==> src/source/ppu_pkg.sv <==
package ppu_pkg;

    // frame geometry
    localparam int dots_per_line = 341;
    localparam int lines_per_frame = 262;
    localparam int screen_width = 256;

    // vertical landmarks
    localparam int first_visible_row = 1;
    localparam int last_visible_row = 240;
    localparam int post_render_row = 241;

    // horizontal landmarks at the last col of each fetch phase
    localparam int idle_dot = 256;
    localparam int sprite_fetch_end = 320;
    localparam int tile_fetch_end = 336;

    localparam int left_clip_width = 8;
    localparam int nmi_dots = 3;
    localparam int pal_entries = 32;

    typedef logic [8:0] row_t;
    typedef logic [8:0] col_t;
    typedef logic [5:0] color_t;
    typedef logic [4:0] pal_addr_t;

    // keeps only the luma column of the palette
    localparam color_t greyscale_mask = 6'h30;

    typedef struct packed {
        row_t row;
        col_t col;
    } scan_pos_t;

    typedef struct packed {
        logic [3:0] bg_color_idx;
        logic [3:0] sp_color_idx;
        // 1 puts the background in front
        logic sp_prio;
        logic sp_zero;
    } pixel_in_t;

    typedef enum logic [2:0] {
        reg_ctrl = 3'd0,
        reg_mask = 3'd1,
        reg_status = 3'd2,
        reg_pal_addr = 3'd3,
        reg_pal_data = 3'd4
    } reg_sel_t;

    typedef struct packed {
        logic nmi_enable;
        logic [6:0] reserved;
    } ctrl_bits_t;

    typedef struct packed {
        logic [2:0] reserved;
        logic sp_enable;
        logic bg_enable;
        logic sp_left;
        logic bg_left;
        logic greyscale;
    } mask_bits_t;

    // cpu write word decoded as ctrl or mask by the target register
    typedef union packed {
        ctrl_bits_t ctrl;
        mask_bits_t mask;
        logic [7:0] raw;
    } reg_word_u;

    typedef enum logic [2:0] {
        sl_pre_cyc,
        idle_cyc,
        sp_pre_cyc,
        tl_pre_cyc,
        garb_cyc
    } hs_state_t;

    typedef enum logic [1:0] {
        pre_sl,
        vis_sl,
        post_sl,
        vblank_sl
    } vs_state_t;

endpackage

==> src/source/dot_counter.sv <==
`timescale 1ns/10ps

module dot_counter
    import ppu_pkg::*;
(
    input logic clk,
    input logic rst_n,
    input logic dot_en,
    output scan_pos_t pos,
    output logic line_end,
    output logic frame_end
);

    // last dot of a line, and last dot of the last line
    assign line_end = (pos.col == col_t'(dots_per_line - 1));
    assign frame_end = line_end && (pos.row == row_t'(lines_per_frame - 1));

    always_ff @(posedge clk or negedge rst_n) begin
        if (!rst_n) begin
            pos <= '0;
        end else if (dot_en) begin
            if (line_end) begin
                pos.col <= '0;
                if (frame_end) begin
                    pos.row <= '0;
                end else begin
                    pos.row <= pos.row + 1'b1;
                end
            end else begin
                pos.col <= pos.col + 1'b1;
            end
        end
    end

    // counter must stay inside the 341 x 262 raster
    a_pos_in_range: assert property (
        @(posedge clk) disable iff (!rst_n)
        (pos.col < col_t'(dots_per_line)) && (pos.row < row_t'(lines_per_frame))
    );

endmodule

==> src/source/scan_fsm.sv <==
`timescale 1ns/10ps

module scan_fsm
    import ppu_pkg::*;
(
    input logic clk,
    input logic rst_n,
    input logic dot_en,
    input scan_pos_t pos,
    input logic line_end,
    input logic frame_end,
    input logic nmi_enable,
    output logic render_active,
    output logic status_clr,
    output logic vblank_set,
    output logic vblank_nmi
);

    hs_state_t hs_state, hs_next;
    vs_state_t vs_state, vs_next;

    always_ff @(posedge clk or negedge rst_n) begin
        if (!rst_n) begin
            hs_state <= sl_pre_cyc;
            vs_state <= pre_sl;
        end else if (dot_en) begin
            hs_state <= hs_next;
            vs_state <= vs_next;
        end
    end

    // each phase ends on its last col, the next one starts a dot later
    always_comb begin
        hs_next = hs_state;
        case (hs_state)
            sl_pre_cyc: if (pos.col == col_t'(idle_dot - 1)) hs_next = idle_cyc;
            idle_cyc: hs_next = sp_pre_cyc;
            sp_pre_cyc: if (pos.col == col_t'(sprite_fetch_end)) hs_next = tl_pre_cyc;
            tl_pre_cyc: if (pos.col == col_t'(tile_fetch_end)) hs_next = garb_cyc;
            garb_cyc: if (line_end) hs_next = sl_pre_cyc;
            default: hs_next = sl_pre_cyc;
        endcase
    end

    always_comb begin
        vs_next = vs_state;
        case (vs_state)
            pre_sl: if (line_end && pos.row == row_t'(first_visible_row - 1)) vs_next = vis_sl;
            vis_sl: if (line_end && pos.row == row_t'(last_visible_row)) vs_next = post_sl;
            post_sl: if (line_end && pos.row == row_t'(post_render_row)) vs_next = vblank_sl;
            vblank_sl: if (frame_end) vs_next = pre_sl;
            default: vs_next = pre_sl;
        endcase
    end

    assign render_active = (hs_state == sl_pre_cyc) && (vs_state == vis_sl);
    assign status_clr = (vs_state == pre_sl) && (pos.col == '0);
    assign vblank_set = (vs_state == post_sl) && (pos.col == '0);
    // nmi is active low for the first few dots of the post-render line
    assign vblank_nmi = !((vs_state == post_sl) && (pos.col < col_t'(nmi_dots)) && nmi_enable);

    a_hs_visible: assert property (@(posedge clk) disable iff (!rst_n)
        (hs_state == sl_pre_cyc) == (pos.col < col_t'(idle_dot)));
    a_hs_garbage: assert property (@(posedge clk) disable iff (!rst_n)
        (hs_state == garb_cyc) == (pos.col > col_t'(tile_fetch_end)));
    a_no_render_pre: assert property (@(posedge clk) disable iff (!rst_n)
        render_active |-> (pos.row >= row_t'(first_visible_row)));

endmodule

==> src/source/ppu_regs.sv <==
`timescale 1ns/10ps

module ppu_regs
    import ppu_pkg::*;
(
    input logic clk,
    input logic rst_n,
    input logic dot_en,
    input logic reg_en,
    input logic reg_rw,
    input reg_sel_t reg_sel,
    input logic [7:0] reg_data_in,
    output logic [7:0] reg_data_out,
    input logic status_clr,
    input logic vblank_set,
    input logic sp_zero_set,
    output logic nmi_enable,
    output mask_bits_t mask,
    output logic pal_wr,
    output pal_addr_t pal_wr_addr,
    output color_t pal_wr_data
);

    reg_word_u wr_word;
    logic wr_en;
    logic pal_data_wr;
    logic status_rd;
    logic vblank;
    logic sp_zero_hit;
    pal_addr_t pal_ptr;

    assign wr_word = reg_data_in;
    assign wr_en = dot_en && reg_en && reg_rw;
    assign pal_data_wr = wr_en && (reg_sel == reg_pal_data);
    assign status_rd = dot_en && reg_en && !reg_rw && (reg_sel == reg_status);

    always_ff @(posedge clk or negedge rst_n) begin
        if (!rst_n) begin
            nmi_enable <= 1'b0;
            mask <= '0;
            pal_ptr <= '0;
            pal_wr <= 1'b0;
            vblank <= 1'b0;
            sp_zero_hit <= 1'b0;
        end else if (dot_en) begin
            pal_wr <= pal_data_wr;
            if (wr_en && reg_sel == reg_ctrl) nmi_enable <= wr_word.ctrl.nmi_enable;
            if (wr_en && reg_sel == reg_mask) mask <= wr_word.mask;
            // pointer auto-increments after each data write and wraps at 32
            if (wr_en && reg_sel == reg_pal_addr) begin
                pal_ptr <= reg_data_in[4:0];
            end else if (pal_data_wr) begin
                pal_ptr <= pal_ptr + 1'b1;
            end
            // set strobes take priority over clears
            if (vblank_set) vblank <= 1'b1;
            else if (status_clr || status_rd) vblank <= 1'b0;
            if (sp_zero_set) sp_zero_hit <= 1'b1;
            else if (status_clr) sp_zero_hit <= 1'b0;
        end
    end

    always_ff @(posedge clk) begin
        if (dot_en && pal_data_wr) begin
            pal_wr_addr <= pal_ptr;
            pal_wr_data <= reg_data_in[5:0];
        end
    end

    // bit 5 is the unmodelled overflow flag and reads 0
    assign reg_data_out = (reg_sel == reg_status) ? {vblank, sp_zero_hit, 6'b0} : 8'h00;

    a_pal_wr_cause: assert property (@(posedge clk) disable iff (!rst_n)
        $rose(pal_wr) |-> $past(dot_en && reg_en && reg_rw && (reg_sel == reg_pal_data)));

endmodule

==> src/source/pixel_mux.sv <==
`timescale 1ns/10ps

module pixel_mux
    import ppu_pkg::*;
(
    input pixel_in_t in_px,
    input col_t col,
    input mask_bits_t mask,
    input logic render_active,
    output pal_addr_t pal_rd_addr,
    output logic sp_zero_set
);

    logic in_left_band;
    logic bg_shown;
    logic sp_shown;
    logic [3:0] bg_idx;
    logic [3:0] sp_idx;
    logic bg_opaque;
    logic sp_opaque;

    assign in_left_band = (col < col_t'(left_clip_width));

    // a layer is hidden when disabled or clipped in the left band
    assign bg_shown = mask.bg_enable && !(in_left_band && !mask.bg_left);
    assign sp_shown = mask.sp_enable && !(in_left_band && !mask.sp_left);

    assign bg_idx = bg_shown ? in_px.bg_color_idx : 4'h0;
    assign sp_idx = sp_shown ? in_px.sp_color_idx : 4'h0;

    // colour 0 of any sub-palette is transparent
    assign bg_opaque = (bg_idx[1:0] != 2'b00);
    assign sp_opaque = (sp_idx[1:0] != 2'b00);

    always_comb begin
        pal_rd_addr = {1'b0, bg_idx};
        if (sp_opaque && !bg_opaque) begin
            pal_rd_addr = {1'b1, sp_idx};
        end else if (sp_opaque && bg_opaque && !in_px.sp_prio) begin
            // sprite in front of the background
            pal_rd_addr = {1'b1, sp_idx};
        end
    end

    // no hit on the rightmost dot
    assign sp_zero_set = render_active
                      && (col < col_t'(screen_width - 1))
                      && in_px.sp_zero
                      && bg_opaque
                      && sp_opaque;

endmodule

==> src/source/palette_ram.sv <==
`timescale 1ns/10ps

module palette_ram
    import ppu_pkg::*;
(
    input logic clk,
    input logic rst_n,
    input logic dot_en,
    input logic pal_wr,
    input pal_addr_t pal_wr_addr,
    input color_t pal_wr_data,
    input pal_addr_t pal_rd_addr,
    input logic greyscale,
    input logic render_active,
    output color_t pixel_color,
    output logic pixel_valid
);

    color_t pal_mem [pal_entries];
    color_t rd_color;
    color_t out_color;

    always_ff @(posedge clk or negedge rst_n) begin
        if (!rst_n) begin
            for (int i = 0; i < pal_entries; i++) begin
                pal_mem[i] <= '0;
            end
        end else if (dot_en && pal_wr) begin
            pal_mem[pal_wr_addr] <= pal_wr_data;
        end
    end

    // async read at the merged render address
    assign rd_color = pal_mem[pal_rd_addr];
    assign out_color = greyscale ? (rd_color & greyscale_mask) : rd_color;

    always_ff @(posedge clk or negedge rst_n) begin
        if (!rst_n) begin
            pixel_valid <= 1'b0;
        end else if (dot_en) begin
            pixel_valid <= render_active;
        end
    end

    always_ff @(posedge clk) begin
        if (dot_en) pixel_color <= out_color;
    end

endmodule

==> src/source/ppu_core.sv <==
`timescale 1ns/10ps

module ppu_core
    import ppu_pkg::*;
(
    input logic clk,
    input logic rst_n,
    input logic dot_en,
    input logic reg_en,
    input logic reg_rw,
    input reg_sel_t reg_sel,
    input logic [7:0] reg_data_in,
    output logic [7:0] reg_data_out,
    input pixel_in_t in_px,
    output color_t pixel_color,
    output logic pixel_valid,
    output logic vblank_nmi
);

    scan_pos_t pos;
    logic line_end, frame_end;
    logic render_active, status_clr, vblank_set, sp_zero_set;
    logic nmi_enable;
    mask_bits_t mask;
    logic pal_wr;
    pal_addr_t pal_wr_addr, pal_rd_addr;
    color_t pal_wr_data;

    dot_counter dot_counter_inst (.clk, .rst_n, .dot_en, .pos, .line_end, .frame_end);

    scan_fsm scan_fsm_inst (
        .clk, .rst_n, .dot_en, .pos, .line_end, .frame_end, .nmi_enable,
        .render_active, .status_clr, .vblank_set, .vblank_nmi
    );

    ppu_regs ppu_regs_inst (
        .clk, .rst_n, .dot_en, .reg_en, .reg_rw, .reg_sel, .reg_data_in, .reg_data_out,
        .status_clr, .vblank_set, .sp_zero_set, .nmi_enable, .mask,
        .pal_wr, .pal_wr_addr, .pal_wr_data
    );

    pixel_mux pixel_mux_inst (
        .in_px, .col(pos.col), .mask, .render_active, .pal_rd_addr, .sp_zero_set
    );

    palette_ram palette_ram_inst (
        .clk, .rst_n, .dot_en, .pal_wr, .pal_wr_addr, .pal_wr_data, .pal_rd_addr,
        .greyscale(mask.greyscale), .render_active, .pixel_color, .pixel_valid
    );

endmodule

==> config.mk <==
export PLATFORM = sky130hd
export DESIGN_NAME = ppu_core
export DESIGN_NICKNAME = d
export VERILOG_FILES = /design/src/source/ppu_pkg.sv /design/src/source/dot_counter.sv /design/src/source/scan_fsm.sv /design/src/source/ppu_regs.sv /design/src/source/pixel_mux.sv /design/src/source/palette_ram.sv /design/src/source/ppu_core.sv
export SDC_FILE = /design/constraint.sdc
export NUM_CORES = 1
export LEC_CHECK = 0
export BUFFER_PORTS_ARGS = -buffer_cell sky130_fd_sc_hd__buf_2
export CORE_ASPECT_RATIO = 0.5
export CORE_UTILIZATION = 50
export DETAILED_ROUTE_END_ITERATION = 8
export PLACE_DENSITY = 0.74
export SYNTH_ARGS = -nofsm -noshare
export SYNTH_HDL_FRONTEND = slang
export SYNTH_SLANG_ARGS = --single-unit
==> constraint.sdc <==
create_clock -name clk -period 4.4 [get_ports clk]
set_clock_uncertainty 0.1 [all_clocks]
set_input_delay 0.22 -clock clk [delete_from_list [all_inputs] [get_ports clk]]
set_output_delay 0.22 -clock clk [all_outputs]
set_load 0.02 [all_outputs]
Yosys cells after proc, flatten, opt, wreduce, memory -nomap -nowiden
Index checks and enable logic that the tools add are counted.
Widths: inputs -> output; s select.
{"block": "word_totals", "reg_bits": 247, "in_bits": 26, "output_inout_bits": 16, "elab_cells": 175}
{"block": "op_classes", "addsub": 3, "order_cmp": 6, "eq_ne": 26, "n_mux": 29, "bitwise": 2, "reduce_logical": 58}
{"cell": "$bwmux 192", "count": 1}
{"cell": "$eq 9x9->1 const B", "count": 4}
{"cell": "$logic_and 1x1->1", "count": 31}
{"cell": "$bmux 6 s5", "count": 1}
{"cell": "$demux 6 s5", "count": 1}
{"cell": "$eq 9x8->1 const B", "count": 3}
{"cell": "$mux 5", "count": 4}
{"cell": "$add 9x1->9 const B", "count": 2}
{"cell": "$logic_not 9->1", "count": 2}
{"cell": "$mux 6", "count": 3}
{"cell": "$mux 9", "count": 2}
{"cell": "$pmux 3 s5", "count": 1}
{"cell": "$eq 3x2->1 const B", "count": 4}
{"cell": "$ge 6x6->1 const B", "count": 2}
{"cell": "$mux 3", "count": 4}
{"cell": "$ne 2x1->1 const B", "count": 6}
{"cell": "$not 5->6", "count": 2}
{"cell": "$reduce_and 2->1", "count": 6}
{"cell": "$reduce_and 5->1", "count": 2}
{"cell": "$reduce_bool 2->1", "count": 5}
{"cell": "$lt 9x2->1 const B", "count": 1}
{"cell": "$lt 9x4->1 const B", "count": 1}
{"cell": "$lt 9x8->1 const B", "count": 1}
{"cell": "$logic_not 1->1", "count": 8}
{"cell": "15 further kinds", "count": 27}

Longest topological paths before layout
{"block": "logic_depth", "ltp_word": 14, "depth_mapped": 11, "mapped_depth_nobuf": 9}

By module
A second synthesis with hierarchy kept.
{"block": "hier_totals", "hier_cells": 854, "hier_area_um2": 12057.8}
{"module": "palette_ram", "instances": 1, "cells_per_inst": 584, "area_per_inst_um2": 9096.2}
{"module": "ppu_regs", "instances": 1, "cells_per_inst": 86, "area_per_inst_um2": 1248.7}
{"module": "dot_counter", "instances": 1, "cells_per_inst": 98, "area_per_inst_um2": 994.7}
{"module": "scan_fsm", "instances": 1, "cells_per_inst": 59, "area_per_inst_um2": 528.0}
{"module": "pixel_mux", "instances": 1, "cells_per_inst": 27, "area_per_inst_um2": 190.2}

Least setup slack after synthesis
Ideal clock, no wire load.
{"block": "synth_timing", "path_kind": "reg-to-reg", "from": "register, netlist name dot_counter_inst.pos[3]", "to": "register palette_ram_inst.pixel_color[5], data pin", "setup_time_ns": 0.176, "arrival_time_ns": 2.351, "t_required_ns": 4.124, "path_slack_ns": 1.773, "path_stages_with_launch": 10, "path_buffers": 2, "synth_period_minus_slack_ns": 2.627, "cell_sequence": "dfrtp_1 -> buf_2 -> nor4_4 -> a21boi_2 -> a31oi_1 -> a21o_1 -> buf_4 -> mux2_2 -> a22o_1 -> nor4_1"}
{"block": "synth_between", "elab_chain_cells": 14, "word_cells_on_any_way": 21}
{"item": "$lt 9x4->1 (*)", "line_no": "pixel_mux.sv:22", "source": "assign in_left_band = (col < col_t'(left_clip_width));"}
{"item": "$logic_and 1x1->1 (on tied branches)", "line_no": "pixel_mux.sv:26, pixel_mux.sv:25"}
{"item": "$logic_not 1->1 (on tied branches)", "line_no": "pixel_mux.sv:26, pixel_mux.sv:25"}
{"item": "$logic_and 1x1->1 (on tied branches)", "line_no": "pixel_mux.sv:26, pixel_mux.sv:25"}
{"item": "$mux 4 (on tied branches)", "line_no": "pixel_mux.sv:29, pixel_mux.sv:28"}
{"item": "$reduce_bool 2->1 (on tied branches)", "line_no": "pixel_mux.sv:33, pixel_mux.sv:32"}
{"item": "$logic_and 1x1->1 (2 in series)", "line_no": "pixel_mux.sv:39", "source": "end else if (sp_opaque && bg_opaque && !in_px.sp_prio) begin"}
{"item": "$mux 5", "line_no": "pixel_mux.sv:39"}
{"item": "$mux 5 (*)", "line_no": "pixel_mux.sv:37", "source": "if (sp_opaque && !bg_opaque) begin"}
{"item": "$not 5->6 (implied by the code) (*)", "line_no": "palette_ram.sv:34", "source": "assign rd_color = pal_mem[pal_rd_addr];"}
{"item": "$bmux 6 s5 (*)", "line_no": "palette_ram.sv:34"}
{"item": "$mux 6 (implied by the code) (*) (2 in series)", "line_no": "palette_ram.sv:34"}
{"item": "via palette_ram_inst.out_color[5]", "line_no": "palette_ram.sv:21", "source": "color_t out_color;"}
{"item": "to (signal assigned)", "line_no": "palette_ram.sv:46", "source": "if (dot_en) pixel_color <= out_color;"}
{"item": "to (decl)", "line_no": "palette_ram.sv:15", "source": "output color_t pixel_color,"}
Mark *: on every way through the listed nets, which the timed path passes. The rest lies on a longest branch. The select of a mux whose other input is x is not followed.
A chain may end at the register's enable or synchronous reset.

Final worst setup path
{"block": "layout_timing", "from": "register, netlist name dot_counter_inst.pos[3]", "to": "register palette_ram_inst.pixel_color[2], data pin"}
{"block": "layout_between", "elab_chain_cells": 14, "word_cells_on_any_way": 21}
{"item": "$lt 9x4->1 (*)", "line_no": "pixel_mux.sv:22"}
{"item": "$logic_and 1x1->1 (on tied branches)", "line_no": "pixel_mux.sv:26, pixel_mux.sv:25"}
{"item": "$logic_not 1->1 (on tied branches)", "line_no": "pixel_mux.sv:26, pixel_mux.sv:25"}
{"item": "$logic_and 1x1->1 (on tied branches)", "line_no": "pixel_mux.sv:26, pixel_mux.sv:25"}
{"item": "$mux 4 (on tied branches)", "line_no": "pixel_mux.sv:29, pixel_mux.sv:28"}
{"item": "$reduce_bool 2->1 (on tied branches)", "line_no": "pixel_mux.sv:33, pixel_mux.sv:32"}
{"item": "$logic_and 1x1->1 (2 in series)", "line_no": "pixel_mux.sv:39"}
{"item": "$mux 5", "line_no": "pixel_mux.sv:39"}
{"item": "$mux 5 (*)", "line_no": "pixel_mux.sv:37"}
{"item": "$not 5->6 (implied by the code) (*)", "line_no": "palette_ram.sv:34"}
{"item": "$bmux 6 s5 (*)", "line_no": "palette_ram.sv:34"}
{"item": "$mux 6 (implied by the code) (*) (2 in series)", "line_no": "palette_ram.sv:34"}
Mark *: on every way between the ends. The rest lies on a longest branch, timed or not. The select of a mux whose other input is x is not followed.

==> impl_metrics.ini <==
[yosys]
synth-edff-count = 17
synth_area_per_cell_um2 = 12.1
synth_area_um2 = 12100
yosys.area.top_type = dfrtp_1
yosysMostFrequentCell = dfrtp_1
synth_cell_types = 65
synth_common_cells = dfrtp_1 (230), mux2_2 (204), nand2_1 (97)
syn_inst = 999
synth_ff_type = dfrtp_1
ys_top_cells_by_area = dfrtp_1 (48%), mux2_2 (19%), mux2i_1 (5.2%)
synthArstFlopShare_pct = 93.1
synth-seq-cells = 247
seq_area_frac_synth_pct = 51.8
synth_warnings = 0
synth.top_cell.area_share_pct = 47.6

[global_routing]
grt_first_pass_wirelength_mm = 48.2
grt_pass1_vias = 8644
grt-ovfl-total = 0
grt_max_degree = 106
track_usage_pct = 24.9
antenna_found_initial = 0

[routing]
route.detailed.drc = 0
via_per_inst = 6.19
dr_total_vias = 8397
wl_per_cell_um = 22.2
routed_wl_mm = 30.2
drt_iter0_markers = 805
ant_nets = 0
firstDrtPassIters = 5

[floorplan]
core_um2 = 23300
rows = 39
io_pins = 42
die_x_um = 222
chipHeight_um = 112
die-area_um2 = 24800
start_util_pct = 51.9

[run]
drv_cap = 0

[final_layout]
final_net_count = 1072
area_growth_syn_to_layout_pct = 11.1
antennaDiodeCount = 0
layout-drive-gt1-share_pct = 29.4
final_cells = 1357
fin_area_um2 = 13400

[placed_design]
globalplace.congestion = 0.921
post-place-cells = 1308
pre_cts_ws_ns = 0.992
io_buffers = 34
place_area_um2 = 12500
dp_hpwl_mm = 19.9

[cts]
post-cts-setup-buffer-count = 0
cts_buffer_depth = 3
clock_latency_ns = 0.51
cts_tree = yes
root_buffer = clkbuf_16
cts_hold_buf = 9
numClockSinks = 247
ctsHtreeMaxLevel = 1
clkSlewWorstSetupHoldPaths_ns = 0.07
cts_made_buffers = 23
cts_resized = 0

[worst_setup_path]
rrSetupSlack_ns = 0.86
critPathKind = reg2reg
cp.arrival_ns = 3.79
cp_data_required_time_ns = 4.65
crit_fanout = 14
cp-end-kind = register
start_kind = register

[run_status]
outcome = finished, violations left
violations = hold timing

[timing]
whs_ns = -0.000258
setup_ws_ns = 0.864
drv_slew = 0
tightest_slew_ns = 1.30
timing.fmax_ghz = 0.283
fin_crit_ns = 3.54
min_period_over_period_pct = 80.4
hold_viol = 1
relSlewSlack_pct = 13.7
tns_ns = 0
rsz0062_at_grt = false
finalSetupViolations = 0

[power_and_ir_drop]
irDropWorstVdd_mv = 0.329
power-per-cell-area_nw_per_um2 = 420
leakage_nw = 6.09

[worst_hold_path]
hp-class = in2reg
-- cells by family (layout without fill, tap and decap cells) --
| family | after synthesis | count (layout) | synth area share [%] |
|---|---|---|---|
| other | 1 | 6 | 0.0310 |
| AND/OR/NAND/NOR | 253 | 253 | 10.8 |
| adder cells (fa/ha/maj) | 11 | 11 | 1.14 |
| buffers and inverters | 72 | 118 | 3.01 |
| AO/OA/AOI/OAI | 136 | 136 | 8.16 |
| XOR/XNOR | 12 | 12 | 0.869 |
| flip-flops | 247 | 247 | 51.8 |
| multiplexers | 267 | 267 | 24.2 |
-- worst paths after layout --
check | cells past startpoint | endpoint | startpoint
worst max-delay path | 9 | palette_ram_inst.pixel_color[2] | dot_counter_inst.pos[3]
worst min-delay path | 3 | ppu_regs_inst.vblank | reg_en
worst max register to register | 9 | palette_ram_inst.pixel_color[2] | dot_counter_inst.pos[3]
worst min register to register | 0 | ppu_regs_inst.pal_wr_addr[4] | ppu_regs_inst.pal_ptr[4]
max in group asynchronous | 3 | palette_ram_inst.pal_mem[190] | rst_n
min in group asynchronous | 2 | dot_counter_inst.pos[0] | rst_n
-- layout make-up --
class                   instances  area, um2
clock buffers                  32        661
clock inverters                 8        140
fillers                      1852       9840
inverters                      13       48.8
multi-input cells             685       5490
flip-flops and latches        247       6270
well taps                     307        384
repair buffers                 65        448
-- flip-flops by register name, indices dropped and copies added, names as in the netlist --
name,flops
dot_counter_inst.pos,18
palette_ram_inst.pal_mem,192
palette_ram_inst.pixel_color,6
palette_ram_inst.pixel_valid,1
ppu_regs_inst.mask,5
ppu_regs_inst.nmi_enable,1
ppu_regs_inst.pal_ptr,5
ppu_regs_inst.pal_wr,1
ppu_regs_inst.pal_wr_addr,5
ppu_regs_inst.pal_wr_data,6
ppu_regs_inst.sp_zero_hit,1
ppu_regs_inst.vblank,1
scan_fsm_inst.hs_state,3
scan_fsm_inst.vs_state,2
-- power by group --
part           internal [W]  switching, W
registers           0.00239      0.000112
logic              0.000346      0.000659
clock network       0.00128      0.000858
-- metrics by stage --
stage	hold slack, ns	utilization, %	power [W]
finish	-0.000258	57.7	0.00565
global route	0.0176	57.7	0.00583
CTS	0.000740	57.7	0.00564
detailed placement	0.224	53.9	0.00352
global placement	0.207	53.9	0.00349
floorplan	-0.176	-	0.00320
-- cells in the final DEF, fill, tap and decap left out, drive strengths merged, types with 5 or more instances in the layout --
cell type    instances
a311oi               6
nor2                41
nor3b               11
ha                  11
mux2               204
o22ai                5
nor4b                7
a21o                 6
dlygate4sd3          9
a31oi                7
a221oi               7
nand4               23
a21oi               14
nand3b               7
and2                 5
conb                 6
nor4                11
inv                 13
xnor2                6
a211oi              22
nor3                13
nand2               98
a21boi              11
xor2                 6
dfrtp              230
clkbuf              32
nand3               20
mux2i               63
edfxtp              17
buf                 56
o21ai               31
-- worst max-delay path: stages (launching register included) --
cell and delay (ns):
dfrtp_1 0.55, nor4_4 0.39, a21boi_2 0.20, a31oi_1 0.35, a21o_1 0.61, buf_4 0.34
a211oi_1 0.06, o21ai_0 0.38, a21oi_1 0.18, a22oi_1 0.21
-- layer usage --
layer / vias up / global-route usage, % / routed length [um] / part of all wire [%]
met2: 345 / 40.6 / 14000 / 46
met5: - / 0 / 0 / 0
met3: 50 / 4.80 / 2400 / 8.0
met4: 0 / 6.11 / 666 / 2.2
met1: 4281 / 34.3 / 13100 / 44
li1: 3721 / - / - / -
Power figures use the tool's default switching activity.
